**config.mk**
```make
export PLATFORM = sky130hd
export DESIGN_NAME = rtg_pixel
export DESIGN_NICKNAME = d
export VERILOG_FILES = /design/src/rtl/rtg_settings.svh /design/src/rtl/rtg_pkg.sv /design/src/rtl/rtg_pixel.sv
export SDC_FILE = /design/constraint.sdc
export NUM_CORES = 1
export LEC_CHECK = 0
export BUFFER_PORTS_ARGS = -buffer_cell sky130_fd_sc_hd__buf_4
export CAP_MARGIN = 10
export CORE_ASPECT_RATIO = 1.75
export CORE_MARGIN = 2
export CORE_UTILIZATION = 40
export CTS_CLUSTER_DIAMETER = 50
export DETAILED_ROUTE_END_ITERATION = 12
export MAX_ROUTING_LAYER = met4
export PLACE_DENSITY = 0.85
export SYNTH_ARGS = -nofsm -noshare
export SYNTH_HDL_FRONTEND = slang
export SYNTH_SLANG_ARGS = --single-unit
```
**constraint.sdc**
```tcl
create_clock -name clk -period 2.2 [get_ports clk]
set_input_delay 0.22 -clock clk [delete_from_list [all_inputs] [get_ports clk]]
set_output_delay 0.22 -clock clk [all_outputs]
set_load 0.05 [all_outputs]
```
**src/rtl/rtg_settings.svh**
```systemverilog
// Register map, ID word and pipeline constants of the RTG display core, included by RTL and bench
`ifndef RTG_SETTINGS_SVH
`define RTG_SETTINGS_SVH

// --------------------
// Register word index, taken from rs[3:1]
`define RTG_REG_ADDR_HI 3'd0
`define RTG_REG_ADDR_LO 3'd1
`define RTG_REG_FORMAT  3'd2
`define RTG_REG_ENABLE  3'd3
`define RTG_REG_HSIZE   3'd4
`define RTG_REG_VSIZE   3'd5
`define RTG_REG_STRIDE  3'd6
`define RTG_REG_ID      3'd7

// rs bit that switches from the register window to the palette window
`define RTG_PAL_SEL_BIT 10

// Fixed ID 50, version 01
`define RTG_ID_WORD 16'h5001

// --------------------
// Palette size and scan/pipeline timing
`define RTG_CLUT_DEPTH 256
`define RTG_LINE_GAP   4
`define RTG_PIPE_LAT   3

`endif

```
**src/rtl/rtg_pkg.sv**
```systemverilog
// Types shared by the RTG display core, referenced by scoped name from each module
package rtg_pkg;

	// Pixel format codes, other values give black pixels
	typedef enum logic [5:0] {
		FMT_CLUT8  = 6'd0,
		FMT_RGB565 = 6'd1,
		FMT_RGB888 = 6'd2
	} rtg_fmt_e;

	// Scan controller states
	typedef enum logic [1:0] {
		IDLE,
		ACTIVE,
		LINE_GAP
	} rtg_scan_state_e;

	// --------------------
	// Mode as held by the register block
	typedef struct packed {
		logic        ena;
		logic [31:0] base;
		logic [5:0]  format;
		logic [11:0] hsize;
		logic [11:0] vsize;
		logic [13:0] stride;
	} rtg_mode_t;

	// One pixel step from the controller
	typedef struct packed {
		logic step;
		logic first_x;
		logic first_y;
		logic last;
	} rtg_scan_t;

	// Marks that ride along with an outstanding framebuffer read
	typedef struct packed {
		logic       valid;
		logic [1:0] lane;
		logic       sol;
		logic       sof;
	} rtg_fetch_t;

	// Output pixel stream
	typedef struct packed {
		logic        valid;
		logic        sol;
		logic        sof;
		logic [23:0] rgb;
	} rtg_pix_t;

endpackage

```
**src/rtl/rtg_pixel.sv**
```systemverilog
// Pixel stage of the RTG core, selecting the lane of each framebuffer word and converting to RGB
`timescale 1ns/1ps

module rtg_pixel (
	input  logic                clk,
	input  logic                reset,
	input  rtg_pkg::rtg_mode_t  mode,
	input  rtg_pkg::rtg_fetch_t fetch,
	input  logic [31:0]         fb_data,
	output logic [7:0]          clut_index,
	input  logic [23:0]         clut_rgb,
	output rtg_pkg::rtg_pix_t   pix
);

	rtg_pkg::rtg_fetch_t fetch_d;
	rtg_pkg::rtg_pix_t   pix_q;
	logic [5:0]  fmt_q;
	logic [7:0]  byte_sel;
	logic [15:0] half_sel;
	logic [23:0] rgb_direct;
	logic        is_clut;
	logic        clut_q;

	// Format follows the first read of each frame
	always_ff @(posedge clk) begin
		if (fetch.valid && fetch.sof) begin
			fmt_q <= mode.format;
		end
	end

	// Marks wait one cycle for the memory word
	always_ff @(posedge clk) begin
		if (reset) begin
			fetch_d <= '0;
		end else begin
			fetch_d <= fetch;
		end
	end

	// --------------------
	// Lane select, little-endian
	always_comb begin
		case (fetch_d.lane)
		2'd0:    byte_sel = fb_data[7:0];
		2'd1:    byte_sel = fb_data[15:8];
		2'd2:    byte_sel = fb_data[23:16];
		default: byte_sel = fb_data[31:24];
		endcase
	end

	assign half_sel   = fetch_d.lane[1] ? fb_data[31:16] : fb_data[15:0];
	assign clut_index = byte_sel;

	// --------------------
	// Conversion of the direct formats
	always_comb begin
		is_clut    = 1'b0;
		rgb_direct = 24'h000000;
		case (fmt_q)
		rtg_pkg::FMT_CLUT8: is_clut = 1'b1;
		rtg_pkg::FMT_RGB565: begin
			// Top bits repeated into the low end
			rgb_direct = {half_sel[15:11], half_sel[15:13],
				half_sel[10:5], half_sel[10:9],
				half_sel[4:0], half_sel[4:2]};
		end
		rtg_pkg::FMT_RGB888: rgb_direct = fb_data[23:0];
		default: rgb_direct = 24'h000000;
		endcase
	end

	always_ff @(posedge clk) begin
		if (reset) begin
			pix_q  <= '0;
			clut_q <= 1'b0;
		end else begin
			pix_q.valid <= fetch_d.valid;
			pix_q.sol   <= fetch_d.sol;
			pix_q.sof   <= fetch_d.sof;
			pix_q.rgb   <= rgb_direct;
			clut_q      <= is_clut;
		end
	end

	// --------------------
	// CLUT entry arrives in the same cycle as the registered marks
	assign pix = '{
		valid: pix_q.valid,
		sol:   pix_q.sol,
		sof:   pix_q.sof,
		rgb:   clut_q ? clut_rgb : pix_q.rgb
	};

endmodule

```
==> results.json <==
{
  "status": "complete, no violations",
  "clock_skew_ps": 8.51,
  "dieArea_um2": 5390,
  "min_from": "mode[38]",
  "layout.cells.non_filler": 334,
  "initial_core_util": 0.412,
  "routed_wl_um": 4920,
  "syn_inst": 184,
  "yosys_most_used_dff": "dfxtp_1",
  "fill_cells": 412,
  "num_antenna_cells": 0,
  "slowest_stage": "mux2_2",
  "port_buffers": 103,
  "gp_congestion": 0.805,
  "num_vias": 1674,
  "maxSlewViolCount": 0,
  "tightest_slew_ps": 471,
  "core_region_area_um2": 4670,
  "whs_path_depth": 1,
  "ys_warn_count": 0,
  "antenna_found_initial": 0,
  "cap_violations": 0,
  "grtUsageTotal": 0.191,
  "grt_pass1_vias": 1630,
  "power_leakage_nw": 1.24,
  "critical_path_class": "reg -> out",
  "clk_path_buf_depth": 2,
  "slowest_delay_ps": 390,
  "die_y_um": 95.7,
  "peakVddDrop_mv": 0.544,
  "synthDistinctLibCells": 22,
  "grt_pass1_wl_um": 7450,
  "synth_top_family_by_area": "multiplexers",
  "r2r_end": "pix_q[13]",
  "ys_async_sr_fraction": 0,
  "nNetsFinal": 421,
  "hold_viol_final": 0,
  "cts_resized": 0,
  "r2r_start": "fmt_q[5]",
  "synth_top_area_frac": 0.344,
  "yosysMostFrequentCell": "mux2_2",
  "max_freq_mhz": 518,
  "fp.dieW_um": 56.4,
  "critPathArrivalTime_ps": 1710,
  "critPathCaptureType": "primary output",
  "path_cells": "buf_4, mux2_2, mux2_2, buf_4",
  "ant_nets": 0,
  "first_pass_iters": 4,
  "syn_to_final_growth_pct": 45.3,
  "drive_gt1_frac": 0.532,
  "slew_headroom": 0.684,
  "synth.cell_area_um2": 1920,
  "synth_commonest_cells": "34 x mux2_2, 33 x dfxtp_1, 21 x nand2b_1",
  "tns_ps": 0,
  "grt-ovfl-total": 0,
  "power_per_cell_area_nw_per_um2": 565,
  "ctsHoldBuffers": 0,
  "hp-class": "in -> reg",
  "drc": 0,
  "setup_violations": 0,
  "cts_setup_buffers": 0,
  "cts_root_buf": "clkbuf_8",
  "wl_per_cell_um": 14.7,
  "grt_max_degree": 48,
  "required_ps": 1980,
  "cts.sinks": 39,
  "io_pins": 175,
  "synth-seq-area-share": 0.438,
  "insertion_delay_ps": 300,
  "cts_max_level": 2,
  "yosys.area_share.simple": 0.184,
  "yosysTopAreaCell": "dfxtp_1",
  "cts_buffers": 5,
  "synth-compound-area-share": 0.0945,
  "muxShareOfSynthArea": 0.236,
  "hold_end": "fmt_q[0]",
  "cpLargestDelayFamily": "multiplexers",
  "via_per_inst": 5.01,
  "synthesis.nets": 324,
  "dp_hpwl_um": 3760,
  "critical_path_buf_inv_count": 2,
  "r2r_cells": 3,
  "cts_tree": "done",
  "clk_pin_slew_ps": 70,
  "synth_fa_ha_area_frac": 0,
  "post-route-period-util": 0.877,
  "synthTopCellsByArea": "dfxtp_1 34%, mux2_2 20%, edfxtp_1 9.4%, nand2b_1 6.8%, mux2i_1 3.6%",
  "first_iter_violations": 21,
  "synth-edff-count": 6,
  "period_minus_slack_ps": 1930,
  "cp_max_fo": 16,
  "placed_cells": 326,
  "worst_setup_path_start_kind": "flop",
  "ys_ff_latch": 39,
  "synth_xor_area_frac": 0,
  "rsz0062_at_grt": "no",
  "synth.avg_cell_area_um2": 10.4,
  "rows": 33,
  "r2r_setup_slack_ps": 580
}
[layer usage]
layer,wire (um),track usage,vias up
li1,-,-,847
met1,1820,0.200,739
met4,102,0.0833,0
met5,0,-,-
met3,398,0.0583,9
met2,2590,0.330,79
[power breakdown]
group	internal, mW	switching (mW)	total, mW
Combinational	0.157	0.172	0.329
Sequential	0.742	0.00901	0.751
Clock	0.253	0.244	0.497
Total	1.15	0.425	1.58
[sequential cells by signal, summed over array words and instances (netlist names)]
signal and flops:
clut_q 1, fetch_d 5, fmt_q 6, pix 3
pix_q 24
[cells by family after synthesis]
family                 count (synthesis)
AND/OR/NAND/NOR                       55
flip-flops                            39
AO/OA/AOI/OAI                         31
buffers and inverters                 18
multiplexers                          41
[placed cells by master (no fill, tap or decap)]
cell        n
o21ai_1     2
nand2_2     1
clkinv_2    1
nand2_1     1
nand3_1     5
dfxtp_1    33
a21oi_1    10
mux2_2     34
o21ai_0    12
nor2b_1    10
nor4b_1     1
nand2b_1   21
nor4_4      1
o32ai_1     7
mux2i_1     7
clkinv_1    1
clkbuf_8    6
clkbuf_1    1
nor2_1      7
buf_4     107
and2_1      1
edfxtp_1    6
nand4b_1    7
[per-stage QoR]
step           setup slack [ps]  total power, mW  hold WS (ps)   util  area [um^2]
2_1_floorplan               339            0.949           319      -         1920
3_3_place_gp                597             1.09           398  0.579         2700
3_5_place_dp                559             1.10           399  0.579         2700
4_1_cts                     272             1.59          91.5  0.598         2790
5_1_grt                     204             1.64          84.7  0.598         2790
6_report                    270             1.58           100  0.598         2790
[worst max-delay path by stage]
stage | depth (start not counted) | end | startpoint
global placement | 4 | clut_index[2] | fetch_d[3]
global route | 4 | clut_index[2] | fetch_d[3]
floorplan | 5 | clut_index[0] | fetch_d[3]
CTS | 4 | clut_index[2] | fetch_d[3]
detailed placement | 3 | pix_q[13] | fmt_q[5]
finish | 4 | clut_index[2] | fetch_d[3]
[cell type report]
class | instances | area (um^2) | area share
timing repair buffer | 107 | 803 | 0.288
tap | 52 | 65.1 | 0.0233
multi-input combinational | 127 | 987 | 0.354
clock inverter | 1 | 5.00 | 0.00179
sequential | 39 | 841 | 0.301
clock buffer | 7 | 86.3 | 0.0309
inverter | 1 | 3.75 | 0.00134
(Power assumes the default switching activity.)
