`config.mk`:
```
export PLATFORM = sky130hd
export DESIGN_NAME = rtg_addr_gen
export DESIGN_NICKNAME = d
export VERILOG_FILES = /design/src/rtl/rtg_settings.svh /design/src/rtl/rtg_pkg.sv /design/src/rtl/rtg_addr_gen.sv
export SDC_FILE = /design/constraint.sdc
export NUM_CORES = 1
export LEC_CHECK = 0
export BUFFER_PORTS_ARGS = -buffer_cell sky130_fd_sc_hd__buf_2
export CAP_MARGIN = 20
export CORE_ASPECT_RATIO = 2
export CORE_MARGIN = 2
export CORE_UTILIZATION = 45
export CTS_CLUSTER_DIAMETER = 50
export CTS_CLUSTER_SIZE = 25
export DETAILED_ROUTE_END_ITERATION = 6
export PLACE_DENSITY = 0.76
export SKIP_LAST_GASP = 1
export SLEW_MARGIN = 20
export SYNTH_ARGS = -nofsm -noshare
export SYNTH_HDL_FRONTEND = slang
export SYNTH_SLANG_ARGS = --single-unit
export TNS_END_PERCENT = 100
```
`constraint.sdc`:
```
create_clock -name clk -period 3.8 [get_ports clk]
set_input_delay 0.57 -clock clk [delete_from_list [all_inputs] [get_ports clk]]
set_output_delay 0.57 -clock clk [all_outputs]
set_load 0.05 [all_outputs]
```
`src/rtl/rtg_settings.svh`:
```
// Register map, ID word and pipeline constants of the RTG display core, included by RTL and bench
`ifndef RTG_SETTINGS_SVH
`define RTG_SETTINGS_SVH

// --------------------
// Register word index, taken from rs[3:1]
`define RTG_REG_ADDR_HI 3'd0
`define RTG_REG_ADDR_LO 3'd1
`define RTG_REG_FORMAT  3'd2
`define RTG_REG_ENABLE  3'd3
`define RTG_REG_HSIZE   3'd4
`define RTG_REG_VSIZE   3'd5
`define RTG_REG_STRIDE  3'd6
`define RTG_REG_ID      3'd7

// rs bit that switches from the register window to the palette window
`define RTG_PAL_SEL_BIT 10

// Fixed ID 50, version 01
`define RTG_ID_WORD 16'h5001

// --------------------
// Palette size and scan/pipeline timing
`define RTG_CLUT_DEPTH 256
`define RTG_LINE_GAP   4
`define RTG_PIPE_LAT   3

`endif

```
`src/rtl/rtg_pkg.sv`:
```
// Types shared by the RTG display core, referenced by scoped name from each module
package rtg_pkg;

	// Pixel format codes, other values give black pixels
	typedef enum logic [5:0] {
		FMT_CLUT8  = 6'd0,
		FMT_RGB565 = 6'd1,
		FMT_RGB888 = 6'd2
	} rtg_fmt_e;

	// Scan controller states
	typedef enum logic [1:0] {
		IDLE,
		ACTIVE,
		LINE_GAP
	} rtg_scan_state_e;

	// --------------------
	// Mode as held by the register block
	typedef struct packed {
		logic        ena;
		logic [31:0] base;
		logic [5:0]  format;
		logic [11:0] hsize;
		logic [11:0] vsize;
		logic [13:0] stride;
	} rtg_mode_t;

	// One pixel step from the controller
	typedef struct packed {
		logic step;
		logic first_x;
		logic first_y;
		logic last;
	} rtg_scan_t;

	// Marks that ride along with an outstanding framebuffer read
	typedef struct packed {
		logic       valid;
		logic [1:0] lane;
		logic       sol;
		logic       sof;
	} rtg_fetch_t;

	// Output pixel stream
	typedef struct packed {
		logic        valid;
		logic        sol;
		logic        sof;
		logic [23:0] rgb;
	} rtg_pix_t;

endpackage

```
`src/rtl/rtg_addr_gen.sv`:
```
// Address generator of the RTG core, turning scan steps into framebuffer byte addresses and reads
`timescale 1ns/1ps

module rtg_addr_gen (
	input  logic                clk,
	input  logic                reset,
	input  rtg_pkg::rtg_mode_t  mode,
	input  rtg_pkg::rtg_scan_t  scan,
	output logic                fb_rd,
	output logic [31:0]         fb_addr,
	output rtg_pkg::rtg_fetch_t fetch
);

	logic [31:0] line_addr;
	logic [31:0] pix_addr;
	logic [31:0] cur_line;
	logic [31:0] cur_addr;
	logic [13:0] stride_q;
	logic [5:0]  fmt_q;
	logic [2:0]  bpp;
	logic        frame_first;

	assign frame_first = scan.first_x && scan.first_y;

	// Bytes per pixel for the frame format
	// Unknown formats step like CLUT8
	always_comb begin
		case (fmt_q)
		rtg_pkg::FMT_RGB565: bpp = 3'd2;
		rtg_pkg::FMT_RGB888: bpp = 3'd4;
		default:             bpp = 3'd1;
		endcase
	end

	// --------------------
	// Line start and pixel address of the current step
	always_comb begin
		cur_line = line_addr;
		cur_addr = pix_addr + 32'(bpp);
		if (frame_first) begin
			cur_line = mode.base;
			cur_addr = mode.base;
		end else if (scan.first_x) begin
			cur_line = line_addr + 32'(stride_q);
			cur_addr = cur_line;
		end
	end

	// Address registers advance only on a step
	always_ff @(posedge clk) begin
		if (scan.step) begin
			line_addr <= cur_line;
			pix_addr  <= cur_addr;
			fb_addr   <= cur_addr;
			if (frame_first) begin
				stride_q <= mode.stride;
				fmt_q    <= mode.format;
			end
		end
	end

	// --------------------
	// Read strobe and lane marks, one cycle after the step
	always_ff @(posedge clk) begin
		if (reset) begin
			fetch <= '0;
		end else begin
			fetch.valid <= scan.step;
			fetch.lane  <= cur_addr[1:0];
			fetch.sol   <= scan.step && scan.first_x;
			fetch.sof   <= scan.step && frame_first;
		end
	end

	assign fb_rd = fetch.valid;

endmodule

```
==> results.json <==
{
  "hpwl_mm": 12.8,
  "yosys.area.top_type": "edfxtp_1",
  "cts-resized-gates": 0,
  "yosys-top-cells-area": "edfxtp_1, nand2_1, xnor2_1",
  "rr_startpoint": "fmt_q[3]$_DFFE_PP_",
  "synth_cell_type_count": 67,
  "intPower_mw": 1.88,
  "ys_ff_latch": 89,
  "seqPwrFrac_pct": 44.0,
  "avgRoutedWirePerCell_um": 21.0,
  "cts.sinks": 89,
  "start_util_pct": 46.1,
  "worstPathRequired_ps": 3870,
  "drt-initial-drc-count": 469,
  "powerDensity_nw_per_um2": 430,
  "power_frac_clock_pct": 33.4,
  "worst_ep_arrival_time_ps": 3630,
  "synth_edf_count": 84,
  "crit_start": "fmt_q[3]$_DFFE_PP_",
  "clkTransAtPathRegs_ps": 70,
  "fin_util_pct": 53.8,
  "end_kind": "flip-flop",
  "fin_tns_setup_ps": 0,
  "seq_area_frac_synth_pct": 46.7,
  "core_area_um2": 12200,
  "grt_pass1_vias": 5045,
  "pwr-share-comb_pct": 22.7,
  "finalMaxSlewViolations": 0,
  "drive_above_1_share_pct": 20.4,
  "drc_errors": 0,
  "r2r-end": "pix_addr[26]$_DFFE_PP_",
  "fin_ws_ps": 246,
  "rows": 57,
  "final_cells": 813,
  "r2r_slack_ps": 250,
  "slew_headroom_pct": 32.6,
  "drt_wl_total_mm": 17.1,
  "finalHoldViolCount": 0,
  "dr.pass1.iters": 5,
  "finalCriticalPeriod_ps": 3550,
  "dpl_cell_area_um2": 6240,
  "gr-total-overflow": 0,
  "ir_worst_vdd_mv": 0.270,
  "fin_nets": 763,
  "die_w_um": 83,
  "clk_latency_ps": 350,
  "yosysWarnings": 0,
  "dieArea_um2": 13400,
  "fin_skew_ps": 6.84,
  "p_sw_mw": 0.944,
  "tightestPinTransition_ps": 1010,
  "root_buffer": "clkbuf_16",
  "p_total_mw": 2.82,
  "syn_avg_cell_area_um2": 9.82,
  "area_growth_pct": 16.8,
  "hold_class": "in2reg",
  "ys.flop_type": "edfxtp_1",
  "status": "complete, no violations",
  "cts_htree_levels": 3,
  "syn_nets": 674,
  "n_antenna_cell": 0,
  "num_vias": 5025,
  "whs_ps": 387,
  "synth_area_um2": 5620,
  "maxClockFrequency_mhz": 281,
  "cts_setup_buffers": 0,
  "numCtsBuffers": 9,
  "via_per_inst": 6.18,
  "grt_max_degree": 46,
  "cp_slowest_stage_delay_ps": 550,
  "cts_buffer_depth": 2,
  "ctsHoldBuffers": 0,
  "cp-start-kind": "flip-flop",
  "reg2reg_depth": 10,
  "final_cell_area_um2": 6560,
  "io_buffer_count": 94,
  "finalCritPeriodShare_pct": 93.5,
  "antenna_found_initial": 0,
  "leakage_nw": 2.51,
  "critPathSlowestCell": "or4_1",
  "grtUsageTotal_pct": 25.6,
  "synthCells": 572,
  "cap_violations": 0,
  "switching_share_pct": 33.5,
  "cp_max_fo": 10,
  "grt_pass1_wl_mm": 26.7,
  "io_pins": 121,
  "pre_cts_ws_ps": 301,
  "rsz0062_at_grt": "false",
  "die_h_um": 162,
  "ant_nets": 0,
  "criticalPathCategory": "reg2reg",
  "cts_tree": "built",
  "async_flop_share_pct": 0,
  "synthDominantCellAreaShare_pct": 44.9,
  "dp_cells": 797,
  "place_congestion": 0.904,
  "critical_path.endpoint": "pix_addr[26]$_DFFE_PP_",
  "crit_chain": "or4_1 > nor3b_1 > inv_1 > fa_1 > nor2b_1 > o21ba_2 > nand2_1 > nor4_1 > xnor2_1 > o221ai_1",
  "setup_viol": 0
}
routing by layer:
layer	up-vias	track usage, %	part of all wire (%)
li1	2324	-	-
met1	2358	26.9	34
met2	263	45.1	52
met3	80	3.91	5.6
met4	0	20.0	8.3
met5	-	0	0
kinds of logic after synthesis:
kind of cell / Yosys count / share of synthesized area [%]
and+or+nand+nor: 211 / 18.7
AOI/OAI and AO/OA: 149 / 17.8
DFF: 89 / 46.7
xor gates and xnor gates: 50 / 7.80
buffers and inverters: 48 / 3.43
adders and majority gates: 19 / 4.50
muxes: 6 / 1.09
placed cells by master, fill, tap and decap left out, types with 3 or more instances in the layout:
master	n
nand2b_1	4
nand3_1	23
a211oi_1	6
ha_1	17
mux2i_1	5
nand4_1	17
nor2_1	39
clkbuf_16	10
and2_1	6
nor3_1	8
nor4_1	6
buf_4	11
o211ai_1	13
o21ai_0	32
o2111ai_1	3
nor3b_1	5
o22ai_1	7
buf_2	94
o221ai_1	4
and3_1	7
nand2_1	73
nor2b_1	7
a21oi_1	39
xnor2_1	26
or3_1	4
xor2_1	24
dfxtp_1	5
a221oi_1	3
edfxtp_1	84
o21a_1	4
a31oi_1	5
a21o_1	5
inv_1	20
power by group through the flow:
| stage | sequential (mW) | clock [mW] | combinational [mW] |
|---|---|---|---|
| CTS | 1.24 | 0.946 | 0.634 |
| global placement | 1.25 | 0 | 0.617 |
| finish | 1.24 | 0.941 | 0.640 |
| global route | 1.25 | 0.982 | 0.690 |
| detailed placement | 1.26 | 0 | 0.630 |
| floorplan | 1.36 | 0 | 0.326 |
cells in the mapped netlist, types with 4 or more instances:
| cell type | instances |
|---|---|
| nand2_1 | 73 |
| clkbuf_1 | 19 |
| mux2i_1 | 5 |
| nor4_1 | 6 |
| inv_1 | 20 |
| o221ai_1 | 4 |
| nor3_1 | 8 |
| a211oi_1 | 6 |
| nand3_1 | 23 |
| o21a_1 | 4 |
| and2_1 | 6 |
| o211ai_1 | 13 |
| nor2b_1 | 7 |
| xnor2_1 | 26 |
| and3_1 | 7 |
| dfxtp_1 | 5 |
| a31oi_1 | 5 |
| or3_1 | 4 |
| o21ai_0 | 32 |
| a21o_1 | 5 |
| ha_1 | 17 |
| xor2_1 | 24 |
| nand4_1 | 17 |
| nor2_1 | 40 |
| edfxtp_1 | 84 |
| nor3b_1 | 5 |
| o22ai_1 | 7 |
| nand2b_1 | 4 |
| a21oi_1 | 39 |
state kept, by name, indices dropped and copies added, names as in the netlist:
| name | cells |
|---|---|
| fb_rd | 1 |
| fmt_q | 6 |
| fetch | 4 |
| line_addr | 32 |
| stride_q | 14 |
| pix_addr | 32 |
worst max-delay path: cells and delay by family, from the launching register on:
family                   cells  cell delay, ps
adder cells (fa/ha/maj)      1             460
AND/OR/NAND/NOR              5            1680
AO/OA/AOI/OAI                2             450
buffers and inverters        1             130
XOR/XNOR                     1             180
flip-flops                   1             370
final cells by class:
cell class	count	area, um2
tap	147	184
timing repair buffer	105	553
inverter	21	78.8
clock inverter	6	68.8
sequential	89	2620
multi-input combinational	435	2800
clock buffer	10	250
fill	1086	5630
worst min path at each step:
stage                                from                     end  slack (ps)  depth (start not counted)
CTS                              mode[38]      fmt_q[0]$_DFFE_PP_         380                          1
global placement    stride_q[0]$_DFFE_PP_  line_addr[0]$_DFFE_PP_         640                          3
floorplan           stride_q[0]$_DFFE_PP_  line_addr[0]$_DFFE_PP_         620                          3
detailed placement  stride_q[0]$_DFFE_PP_  line_addr[0]$_DFFE_PP_         650                          3
global route                     mode[42]      fmt_q[4]$_DFFE_PP_         380                          1
finish                           mode[42]      fmt_q[4]$_DFFE_PP_         390                          1
(Power assumes the default switching activity.)
