File: src/rtl/rtg_settings.svh
// Register map, ID word and pipeline constants of the RTG display core, included by RTL and bench
`ifndef RTG_SETTINGS_SVH
`define RTG_SETTINGS_SVH

// --------------------
// Register word index, taken from rs[3:1]
`define RTG_REG_ADDR_HI 3'd0
`define RTG_REG_ADDR_LO 3'd1
`define RTG_REG_FORMAT  3'd2
`define RTG_REG_ENABLE  3'd3
`define RTG_REG_HSIZE   3'd4
`define RTG_REG_VSIZE   3'd5
`define RTG_REG_STRIDE  3'd6
`define RTG_REG_ID      3'd7

// rs bit that switches from the register window to the palette window
`define RTG_PAL_SEL_BIT 10

// Fixed ID 50, version 01
`define RTG_ID_WORD 16'h5001

// --------------------
// Palette size and scan/pipeline timing
`define RTG_CLUT_DEPTH 256
`define RTG_LINE_GAP   4
`define RTG_PIPE_LAT   3

`endif

File: src/rtl/rtg_pkg.sv
// Types shared by the RTG display core, referenced by scoped name from each module
package rtg_pkg;

	// Pixel format codes, other values give black pixels
	typedef enum logic [5:0] {
		FMT_CLUT8  = 6'd0,
		FMT_RGB565 = 6'd1,
		FMT_RGB888 = 6'd2
	} rtg_fmt_e;

	// Scan controller states
	typedef enum logic [1:0] {
		IDLE,
		ACTIVE,
		LINE_GAP
	} rtg_scan_state_e;

	// --------------------
	// Mode as held by the register block
	typedef struct packed {
		logic        ena;
		logic [31:0] base;
		logic [5:0]  format;
		logic [11:0] hsize;
		logic [11:0] vsize;
		logic [13:0] stride;
	} rtg_mode_t;

	// One pixel step from the controller
	typedef struct packed {
		logic step;
		logic first_x;
		logic first_y;
		logic last;
	} rtg_scan_t;

	// Marks that ride along with an outstanding framebuffer read
	typedef struct packed {
		logic       valid;
		logic [1:0] lane;
		logic       sol;
		logic       sof;
	} rtg_fetch_t;

	// Output pixel stream
	typedef struct packed {
		logic        valid;
		logic        sol;
		logic        sof;
		logic [23:0] rgb;
	} rtg_pix_t;

endpackage

File: src/rtl/rtg_regs.sv
// CPU-side register block of the RTG core, holding mode registers, ID word and palette staging
`timescale 1ns/1ps
`include "rtg_settings.svh"

module rtg_regs (
	input  logic               clk,
	input  logic               reset,
	input  logic               aen,
	input  logic               rd,
	input  logic               wr,
	input  logic [11:0]        rs,
	input  logic [15:0]        data_in,
	output logic [15:0]        data_out,
	output rtg_pkg::rtg_mode_t mode,
	output logic [7:0]         pal_addr,
	output logic [23:0]        pal_wdata,
	output logic               pal_we,
	input  logic [23:0]        pal_rdata
);

	logic        acc;
	logic        wr_en;
	logic        pal_win;
	logic [2:0]  sel;
	logic        ena_q;
	logic [31:0] base_q;
	logic [5:0]  fmt_q;
	logic [11:0] hsize_q;
	logic [11:0] vsize_q;
	logic [13:0] stride_q;
	// Staged red byte and green/blue word
	logic [23:0] rpal;

	// --------------------
	// Decode
	assign acc     = aen && (rd || wr);
	assign wr_en   = aen && wr;
	assign pal_win = rs[`RTG_PAL_SEL_BIT];
	assign sel     = rs[3:1];

	// Enable is the only register that comes out of reset
	always_ff @(posedge clk) begin
		if (reset) begin
			ena_q <= 1'b0;
		end else if (wr_en && !pal_win && sel == `RTG_REG_ENABLE) begin
			ena_q <= data_in[0];
		end
	end

	// Remaining mode registers and the palette staging
	always_ff @(posedge clk) begin
		if (wr_en && !pal_win) begin
			case (sel)
			`RTG_REG_ADDR_HI: base_q[31:16] <= data_in;
			`RTG_REG_ADDR_LO: base_q[15:0] <= data_in;
			`RTG_REG_FORMAT:  fmt_q <= data_in[5:0];
			`RTG_REG_HSIZE:   hsize_q <= data_in[11:0];
			`RTG_REG_VSIZE:   vsize_q <= data_in[11:0];
			`RTG_REG_STRIDE:  stride_q <= data_in[13:0];
			default: ;
			endcase
		end
		if (wr_en && pal_win) begin
			// Low half-word holds red, high half-word holds green/blue
			if (!rs[1]) begin
				rpal[23:16] <= data_in[7:0];
			end else begin
				rpal[15:0] <= data_in;
			end
		end
	end

	assign mode = '{
		ena:    ena_q,
		base:   base_q,
		format: fmt_q,
		hsize:  hsize_q,
		vsize:  vsize_q,
		stride: stride_q
	};

	// --------------------
	// Palette port, entry chosen by rs[9:2]
	assign pal_addr = rs[9:2];
	assign pal_we   = wr_en && pal_win;
	// Each write merges the new half with the staged other half
	assign pal_wdata = rs[1] ? {rpal[23:16], data_in} : {data_in[7:0], rpal[15:0]};

	// --------------------
	// Readback, narrow registers zero-extended
	always_comb begin
		data_out = 16'h0000;
		if (acc && !pal_win) begin
			case (sel)
			`RTG_REG_ADDR_HI: data_out = base_q[31:16];
			`RTG_REG_ADDR_LO: data_out = base_q[15:0];
			`RTG_REG_FORMAT:  data_out = {10'h000, fmt_q};
			`RTG_REG_ENABLE:  data_out = {15'h0000, ena_q};
			`RTG_REG_HSIZE:   data_out = {4'h0, hsize_q};
			`RTG_REG_VSIZE:   data_out = {4'h0, vsize_q};
			`RTG_REG_STRIDE:  data_out = {2'b00, stride_q};
			`RTG_REG_ID:      data_out = `RTG_ID_WORD;
			default:          data_out = 16'h0000;
			endcase
		end else if (acc && pal_win) begin
			// Red in the low byte, or the green/blue word
			data_out = rs[1] ? pal_rdata[15:0] : {8'h00, pal_rdata[23:16]};
		end
	end

endmodule

File: config.mk
export PLATFORM = sky130hd
export DESIGN_NAME = rtg_regs
export DESIGN_NICKNAME = d
export VERILOG_FILES = /design/src/rtl/rtg_pkg.sv /design/src/rtl/rtg_regs.sv
export VERILOG_INCLUDE_DIRS = /design/src /design/src/rtl
export SDC_FILE = /design/constraint.sdc
export NUM_CORES = 1
export LEC_CHECK = 0
export CORE_ASPECT_RATIO = 1.1
export CORE_MARGIN = 10
export CORE_UTILIZATION = 60
export CTS_BUF_LIST = sky130_fd_sc_hd__clkbuf_8
export DETAILED_ROUTE_END_ITERATION = 10
export DONT_BUFFER_PORTS = 1
export PLACE_DENSITY = 0.76
export SETUP_SLACK_MARGIN = 0.1
export SKIP_CTS_REPAIR_TIMING = 1
export SLEW_MARGIN = 25
export SYNTH_ARGS = -nofsm -noshare
export SYNTH_HDL_FRONTEND = slang
export SYNTH_SLANG_ARGS = --single-unit
File: constraint.sdc
create_clock -name clk -period 2.7 [get_ports clk]
set_input_delay 0.135 -clock clk [delete_from_list [all_inputs] [get_ports clk]]
set_output_delay 0.135 -clock clk [all_outputs]
set_load 0.005 [all_outputs]
==> results.sh, run 1 <==
export IMPL_p_seq_share_pct=61.8
export IMPL_ys_seq_elements=101
export IMPL_synth_area_um2=4451
export IMPL_drt_first_pass_iters=4
export IMPL_synth_edff_count=100
export IMPL_route_detailed_drc=0
export IMPL_p_comb_share_pct=6.3
export IMPL_cts_max_level=3
export IMPL_wire_per_inst_um=29.28
export IMPL_synth_distinct_cells=36
export IMPL_fillCellCount=504
export IMPL_die_x_um=102.1
export IMPL_worstMarginPinSlew_ns=0.8664
export IMPL_relSlewSlack_pct=42.24
export IMPL_fmax_mhz=629.7
export IMPL_synthMuxAreaShare_pct=12.88
export IMPL_synth_nets=353
export IMPL_synth_compound_area_share_pct=7.310
export IMPL_timing_final_crit_share_pct=58.82
export IMPL_cap_violations=0
export IMPL_crit_fanout=2
export IMPL_gp_congestion=0.7831
export IMPL_synth_top_family_by_area="multiplexers"
export IMPL_avgSynthCellArea_um2=15.04
export IMPL_hp_class="in2reg"
export IMPL_timing_final_ws_setup_ns=1.112
export IMPL_p_int_mw=2.260
export IMPL_fin_skew_ns=0
export IMPL_synthAdderAreaFrac_pct=0
export IMPL_period_needed_ns=1.588
export IMPL_synthTopCellsByArea="edfxtp_1, mux2_2, mux2i_1"
export IMPL_syn2layout_area_growth_pct=7.591
export IMPL_seq_area_frac_synth_pct=67.92
export IMPL_cts_sinks=101
export IMPL_cp_start_kind="flop"
export IMPL_drt_initial_drc_count=146
export IMPL_cp_arrival_ns=1.45
export IMPL_io_buffers=0
export IMPL_p_leak_nw=1.586
export IMPL_rsz0062_at_grt="false"
export IMPL_irDropWorstVdd_v=0.0003920
export IMPL_die_h_um=110.3
export IMPL_vias=2534
export IMPL_yosysMostFrequentCell="edfxtp_1"
export IMPL_track_usage_pct=19.21
export IMPL_yosysTopAreaCell="edfxtp_1"
export IMPL_synth_ff_type="edfxtp_1"
export IMPL_async_flop_share_pct=0
export IMPL_hold_violations=0
export IMPL_layout_drive_gt1_share_pct=17.92
export IMPL_setup_viol_count_final=0
export IMPL_grt_pass1_vias=2596
export IMPL_die_area_um2=11270
export IMPL_yosysWarnings=0
export IMPL_synth_top_cell_area_share_pct=67.47
export IMPL_switching_share_pct=20.78
export IMPL_power_switching_mw=0.5929
export IMPL_initial_utilization_pct=62.45
export IMPL_worstPathRequired_ns=2.57
export IMPL_grt_max_degree=70
export IMPL_nets=360
export IMPL_postRouteAntennaNets=0
export IMPL_synth_xor_area_share_pct=0
export IMPL_clock_latency_ns=0.34
export IMPL_diodes=0
export IMPL_path_clk_slew_ns=0.09
export IMPL_grt_overflow=0
export IMPL_num_rows=32
export IMPL_critical_path_class="reg2out"
export IMPL_fin_setup_tns_ns=0
export IMPL_end_kind="primary output"
export IMPL_viasPerCell=6.464
export IMPL_cts_tree="done"
export IMPL_placed_cells=359
export IMPL_cts_buffers_inserted=9
export IMPL_slew_violations=0
export IMPL_power_density_nw_per_um2=595.8
export IMPL_yosys_area_share_simple_pct=7.816
export IMPL_cts_root_buf="clkbuf_8"
export IMPL_core_um2=7127
export IMPL_synth_cells=296
export IMPL_place_ws_ns=0.8661
export IMPL_cts_path_max_buffers=2
export IMPL_synth_commonest_cells="edfxtp_1, mux2_2, nand2_1"
export IMPL_drt_wl_total_um=11480
export IMPL_dp_hpwl_um=8060
export IMPL_pwr_share_clk_pct=31.9
export IMPL_status="complete, no violations"
export IMPL_ioPinCount=183
export IMPL_instances_no_fill=392
export IMPL_grt_pass1_wl_um=15980
export IMPL_antenna_found_initial=0
==> power groups by stage <==
stage	Clock (mW)	Sequential, mW	Combinational (mW)
2_1_floorplan	0	1.79	0.158
3_3_place_gp	0	1.80	0.141
3_5_place_dp	0	1.80	0.144
4_1_cts	0.924	1.76	0.144
5_1_grt	0.987	1.77	0.197
6_report	0.911	1.76	0.180
==> cell families (layout without fill, tap and decap cells) <==
logic type             Yosys count  count (layout)
muxes                           52              52
AOI/OAI and AO/OA               47              47
and+or+nand+nor                 69              69
buffers and inverters           27              38
DFF                            101             101
==> state kept, by name, indices dropped and copies added, names as in the netlist <==
name      count
base_q       32
ena_q         1
hsize_q      12
vsize_q      12
fmt_q         6
stride_q     14
rpal         24
==> stage by stage <==
| stage | util [%] | power [mW] | instance area, µm² | hold slack, ns |
|---|---|---|---|---|
| finish | 67.19 | 2.853 | 4788 | 0.1169 |
| global route | 67.19 | 2.950 | 4788 | 0.1087 |
| CTS | 64.66 | 2.832 | 4608 | -0.1560 |
| global placement | 62.06 | 1.939 | 4423 | 0.2049 |
| floorplan | - | 1.951 | 4451 | 0.2041 |
| detailed placement | 62.06 | 1.943 | 4423 | 0.2170 |
==> final timing paths <==
check | start | to | slack [ns] | depth (start not counted)
hold reg to reg | ena_q | ena_q | 1.13 | 3
setup / recovery | vsize_q[7] | data_out[7] | 1.11 | 4
hold / removal | wr | base_q[18] | 0.12 | 2
setup reg to reg | ena_q | ena_q | 1.42 | 3
==> worst max-delay path, cell delays in order, from the launching register on <==
cell and delay [ns]:
edfxtp_1 0.41, mux2i_1 0.10, a211oi_1 0.30, a21oi_1 0.07, o21ai_1 0.20
==> placed cells by master, fill, tap and decap left out, types with 3 or more instances in the layout <==
cell	instances
dlygate4sd3_1	18
nand3b_1	3
edfxtp_1	100
nor2_1	13
nand2_1	25
nand3_1	4
mux2i_1	19
clkbuf_8	9
nor3b_1	8
a21oi_1	6
a211oi_1	10
mux2_2	32
o221ai_1	7
a22o_1	4
o21ai_0	8
buf_4	5
nand2b_1	4
o21ai_1	4
==> layout make-up <==
cell class	count	area (µm²)	share of cell area, %
multi-input combinational	168	1256	26.23
clock buffer	9	123.9	2.587
timing repair buffer	23	217.7	4.547
clock inverter	6	61.31	1.280
sequential	101	3023	63.13
tap	85	106.4	2.221
==> routing by layer <==
layer | vias to the layer above | global-route usage (%) | share of wire (%)
li1 | 1149 | - | -
met1 | 1246 | 21.26 | 35
met2 | 127 | 31.44 | 50
met3 | 12 | 9.838 | 14
met4 | 0 | 6.653 | 1.3
met5 | - | 0 | 0
(Power assumes the default switching activity.)
==> run 2, diff against run 1 <==
clock period = 1.5 ns   (was 2.7 ns; I/O delays follow)
==> run 2 against run 1 <==
Net effect: die area unchanged; non-clock buffer count grew 11; clock skew did not move; wire length up 3.8%; critical path depth down 1; sequential share of layout area fell by 2.3 points.
==> results.sh, run 2 (synthesis results as in run 1) <==
export IMPL_core_um2=7127
export IMPL_drt_initial_drc_count=118
export IMPL_setup_viol_count_final=0
export IMPL_cap_violations=0
export IMPL_relSlewSlack_pct=67.27
export IMPL_grt_overflow=0
export IMPL_layout_drive_gt1_share_pct=26.73
export IMPL_period_needed_ns=1.495
export IMPL_grt_pass1_vias=2659
export IMPL_place_ws_ns=0.2781
export IMPL_fin_skew_ns=0
export IMPL_num_rows=32
export IMPL_reg2reg_from="ena_q"
export IMPL_worstPathRequired_ns=1.42
export IMPL_slew_violations=0
export IMPL_p_seq_share_pct=62.8
export IMPL_timing_final_ws_setup_ns=0.004511
export IMPL_largest_reg_flops=32
export IMPL_track_usage_pct=19.95
export IMPL_vias=2640
export IMPL_wire_per_inst_um=29.57
export IMPL_irDropWorstVdd_v=0.0006489
export IMPL_io_buffers=0
export IMPL_multi_input_area_um2=1351
export IMPL_p_int_mw=3.930
export IMPL_cts_path_max_buffers=2
export IMPL_die_x_um=102.1
export IMPL_die_h_um=110.3
export IMPL_pwr_share_clk_pct=30.1
export IMPL_rsz0062_at_grt="true"
export IMPL_power_density_nw_per_um2=1017
export IMPL_cts_max_level=3
export IMPL_place_area_um2=4534
export IMPL_grt_max_degree=70
export IMPL_largest_registers="base_q (32), rpal (24), stride_q (14)"
export IMPL_cts_sinks=101
export IMPL_clock_latency_ns=0.34
export IMPL_fin_util_pct=69.68
export IMPL_ioPinCount=183
export IMPL_route_detailed_drc=0
export IMPL_status="complete, no violations"
export IMPL_timing_final_crit_share_pct=99.70
export IMPL_final_cell_mix="edfxtp_1, mux2_2, nand2_1"
export IMPL_drt_first_pass_iters=4
export IMPL_p_comb_share_pct=7.1
export IMPL_drt_wl_total_um=11920
export IMPL_power_switching_mw=1.118
export IMPL_viasPerCell=6.551
export IMPL_fin_area_um2=4966
export IMPL_gp_congestion=0.7856
export IMPL_cts_buffers_inserted=9
export IMPL_antenna_found_initial=0
export IMPL_fin_setup_tns_ns=0
export IMPL_cts_root_buf="clkbuf_8"
export IMPL_top_register="base_q"
export IMPL_cp_arrival_ns=1.42
export IMPL_syn2layout_area_growth_pct=11.58
export IMPL_nets=371
export IMPL_cp_start_kind="flop"
export IMPL_hp_class="in2reg"
export IMPL_crit_fanout=2
export IMPL_die_area_um2=11270
export IMPL_dp_hpwl_um=8415
export IMPL_switching_share_pct=22.15
export IMPL_hp_start="wr"
export IMPL_initial_utilization_pct=62.45
export IMPL_postRouteAntennaNets=0
export IMPL_critical_path_class="reg2out"
export IMPL_layout_commonest_cell="edfxtp_1"
export IMPL_regArea_um2=3023
export IMPL_report_power_total_mw=5.048
export IMPL_worstMarginPinSlew_ns=0.4910
export IMPL_diodes=0
export IMPL_end_kind="primary output"
export IMPL_fmax_mhz=668.7
export IMPL_path_clk_slew_ns=0.09
export IMPL_p_leak_nw=1.648
export IMPL_cts_tree="done"
export IMPL_hold_violations=0
export IMPL_startpoint="hsize_q[10]"
export IMPL_grt_pass1_wl_um=16580
export IMPL_fillCellCount=510
[run 2: path summary, 6_finish.rpt]
path	to	slack, ns	depth (start not counted)
max	data_out[10]	0.005	3
min	base_q[27]	0.06	2
max reg2reg	ena_q	0.24	3
min reg2reg	ena_q	1.11	3
[run 2: critical path, stage by stage (launching register included)]
cell	delay [ns]
edfxtp_1	0.43
mux4_2	0.47
nand3b_1	0.09
nand2_1	0.08
[run 2: layout make-up]
type                            instances  area share [%]
Multi-Input combinational cell        168           27.21
Sequential cell                       101           60.87
Timing Repair Buffer                   34           6.299
Tap cell                               85           2.142
Clock inverter                          6          0.9826
Clock buffer                            9           2.494
[run 2: per-layer routing]
| layer | share of wire (%) | up-vias | GRT usage (%) |
|---|---|---|---|
| met1 | 34 | 1337 | 22.16 |
| met3 | 13 | 11 | 9.278 |
| met4 | 1.0 | 0 | 6.653 |
| li1 | - | 1167 | - |
| met2 | 52 | 125 | 33.36 |
| met5 | 0 | - | 0 |
[run 2: power groups by stage]
stage               registers (mW)  logic (mW)  clock network [mW]
floorplan                     3.23       0.290                   0
global route                  3.18       0.389                1.65
detailed placement            3.24       0.276                   0
finish                        3.17       0.356                1.52
global placement              3.24       0.270                   0
CTS                           3.17       0.277                1.56
[run 2: through the flow]
| stage | hold slack (ns) | std cells |
|---|---|---|
| 2_1_floorplan | 0.1441 | 296 |
| 3_3_place_gp | 0.1456 | 370 |
| 3_5_place_dp | 0.1500 | 370 |
| 4_1_cts | -0.2281 | 385 |
| 5_1_grt | 0.04515 | 403 |
| 6_report | 0.06370 | 403 |
==> run 3, diff against run 2 <==
CELL_PAD_IN_SITES_DETAIL_PLACEMENT = 1   (was unset)
CELL_PAD_IN_SITES_GLOBAL_PLACEMENT = 2   (was unset)
CORE_UTILIZATION = 42   (was 60)
PLACE_DENSITY = 0.81   (was 0.76)
==> run 3 against run 2 <==
Net effect: the flow now finishes with violations (setup timing); maximum frequency decreased by 1.5%; sequential power is essentially flat; count of clock-buffer cells in the layout did not move; combinational power is 3% higher; largest cell class unchanged.
==> results.sh, run 3 (synthesis results as in run 1) <==
export IMPL_fillCellCount=1003
export IMPL_num_rows=39
export IMPL_cts_tree="done"
export IMPL_drt_first_pass_iters=4
export IMPL_grt_max_degree=70
export IMPL_hold_violations=0
export IMPL_postRouteAntennaNets=0
export IMPL_ioPinCount=183
export IMPL_grt_overflow=0
export IMPL_relSlewSlack_pct=67.83
export IMPL_slew_violations=0
export IMPL_end_kind="primary output"
export IMPL_cts_max_level=3
export IMPL_power_switching_mw=1.086
export IMPL_p_int_mw=4.246
export IMPL_initial_utilization_pct=42.82
export IMPL_cp_slowest_cell="edfxtp_1"
export IMPL_grt_pass1_wl_um=18640
export IMPL_fin_hold_ws_ns=0.06354
export IMPL_violations="setup timing"
export IMPL_clock_latency_ns=0.35
export IMPL_die_h_um=128.0
export IMPL_cp_start_kind="flop"
export IMPL_die_x_um=118.2
export IMPL_reg2reg_depth=3
export IMPL_cts_buffers_inserted=9
export IMPL_final_cell_mix="edfxtp_1, mux2_2, nand2_1"
export IMPL_report_power_total_mw=5.332
export IMPL_drt_initial_drc_count=107
export IMPL_track_usage_pct=16.50
export IMPL_viasPerCell=5.546
export IMPL_largest_reg_flops=32
export IMPL_p_leak_nw=1.686
export IMPL_r2r_slack_ns=0.26
export IMPL_startpoint="vsize_q[11]"
export IMPL_cp_arrival_ns=1.44
export IMPL_power_density_nw_per_um2=1047
export IMPL_cts_sinks=101
export IMPL_fin_skew_ns=0
export IMPL_top_register="base_q"
export IMPL_fmax_mhz=658.5
export IMPL_timing_final_ws_setup_ns=-0.01851
export IMPL_layout_drive_gt1_share_pct=27.19
export IMPL_hp_class="in2reg"
export IMPL_crit_fanout=2
export IMPL_worstMarginPinSlew_ns=0.4826
export IMPL_p_comb_share_pct=6.9
export IMPL_vias=2568
export IMPL_switching_share_pct=20.37
export IMPL_status="finished, violations left"
export IMPL_r2r_end="ena_q"
export IMPL_cts_path_max_buffers=2
export IMPL_path_clk_slew_ns=0.09
export IMPL_syn2layout_area_growth_pct=14.39
export IMPL_cts_root_buf="clkbuf_8"
export IMPL_setup_viol_count_final=2
export IMPL_instances_no_fill=463
export IMPL_drt_wl_total_um=13320
export IMPL_diodes=0
export IMPL_reg2reg_from="ena_q"
export IMPL_rsz0062_at_grt="true"
export IMPL_holdPathStages=2
export IMPL_wire_per_inst_um=28.78
export IMPL_p_seq_share_pct=59.5
export IMPL_cap_violations=0
export IMPL_nets=372
export IMPL_io_buffers=0
export IMPL_fin_util_pct=48.98
export IMPL_worstPathRequired_ns=1.42
export IMPL_pwr_share_clk_pct=33.6
export IMPL_antenna_found_initial=0
export IMPL_irDropWorstVdd_v=0.0004057
export IMPL_route_detailed_drc=0
export IMPL_layout_commonest_cell="edfxtp_1"
export IMPL_timing_final_crit_share_pct=101.2
export IMPL_period_needed_ns=1.519
export IMPL_core_um2=10390
export IMPL_hold_path_end="hsize_q[11]"
export IMPL_grt_pass1_vias=2724
export IMPL_largest_registers="base_q (32), rpal (24), stride_q (14)"
export IMPL_critical_path_max_stage_delay_ns=0.45
export IMPL_hp_start="rs[2]"
export IMPL_critical_path_class="reg2out"
export IMPL_dp_hpwl_um=9250
export IMPL_path_cells="mux2i_1 -> a211oi_1 -> o221ai_1 -> nand2_1"
export IMPL_placed_cells=429
export IMPL_die_area_um2=15120
export IMPL_gp_congestion=0.8280
[run 3: changes by cell type in the layout (fill, tap and decap cells not counted), sizes merged]
cell and change:
bufinv +2, clkinvlp -2, buf +1, inv +1
[run 3: how the worst max path moves through the flow]
stage,to,depth (start not counted)
after floorplan,stride_q[0],4
after global placement,vsize_q[3],4
after detailed placement,vsize_q[2],4
after CTS,data_out[2],4
after global routing,data_out[11],4
final,data_out[11],4
[run 3: cell type report]
class / count / area, µm² / area share (%)
clock buffers: 9 / 123.9 / 2.433
clock inverters: 7 / 83.83 / 1.647
multi-input cells: 168 / 1361 / 26.74
flip-flops and latches: 101 / 3023 / 59.38
well taps: 143 / 178.9 / 3.514
repair buffers: 35 / 320.3 / 6.291
[run 3: routing by layer]
layer	track usage [%]	up-vias	wire length (µm)
met5	0	-	0
met4	4.585	0	113
met3	7.181	8	1186
met2	28.98	91	7086
met1	17.77	1301	4937
li1	-	1168	-
[run 3: critical path, delay by kind of cell, from the launching register on]
| kind | cells | cell delay [ns] |
|---|---|---|
| flops | 1 | 0.45 |
| mux | 1 | 0.18 |
| compound gates | 2 | 0.34 |
| simple gates | 1 | 0.13 |
[run 3: power groups by stage]
| stage | registers [mW] | logic, mW | clock network (mW) |
|---|---|---|---|
| after global routing | 3.18 | 0.402 | 1.96 |
| after CTS | 3.18 | 0.288 | 1.84 |
| final | 3.17 | 0.366 | 1.79 |
| after floorplan | 3.23 | 0.290 | 0 |
| after detailed placement | 3.24 | 0.286 | 0 |
| after global placement | 3.24 | 0.280 | 0 |
[run 3: per-stage QoR]
step                      TNS [ns]  worst slack (ns)  area [µm²]
final                     -0.02171          -0.01851        5091
after global routing       -0.4834           -0.1461        5091
after CTS                  -0.3092          -0.09983        4822
after detailed placement         0            0.2304        4614
after global placement           0            0.2655        4614
after floorplan                  0            0.1068        4477
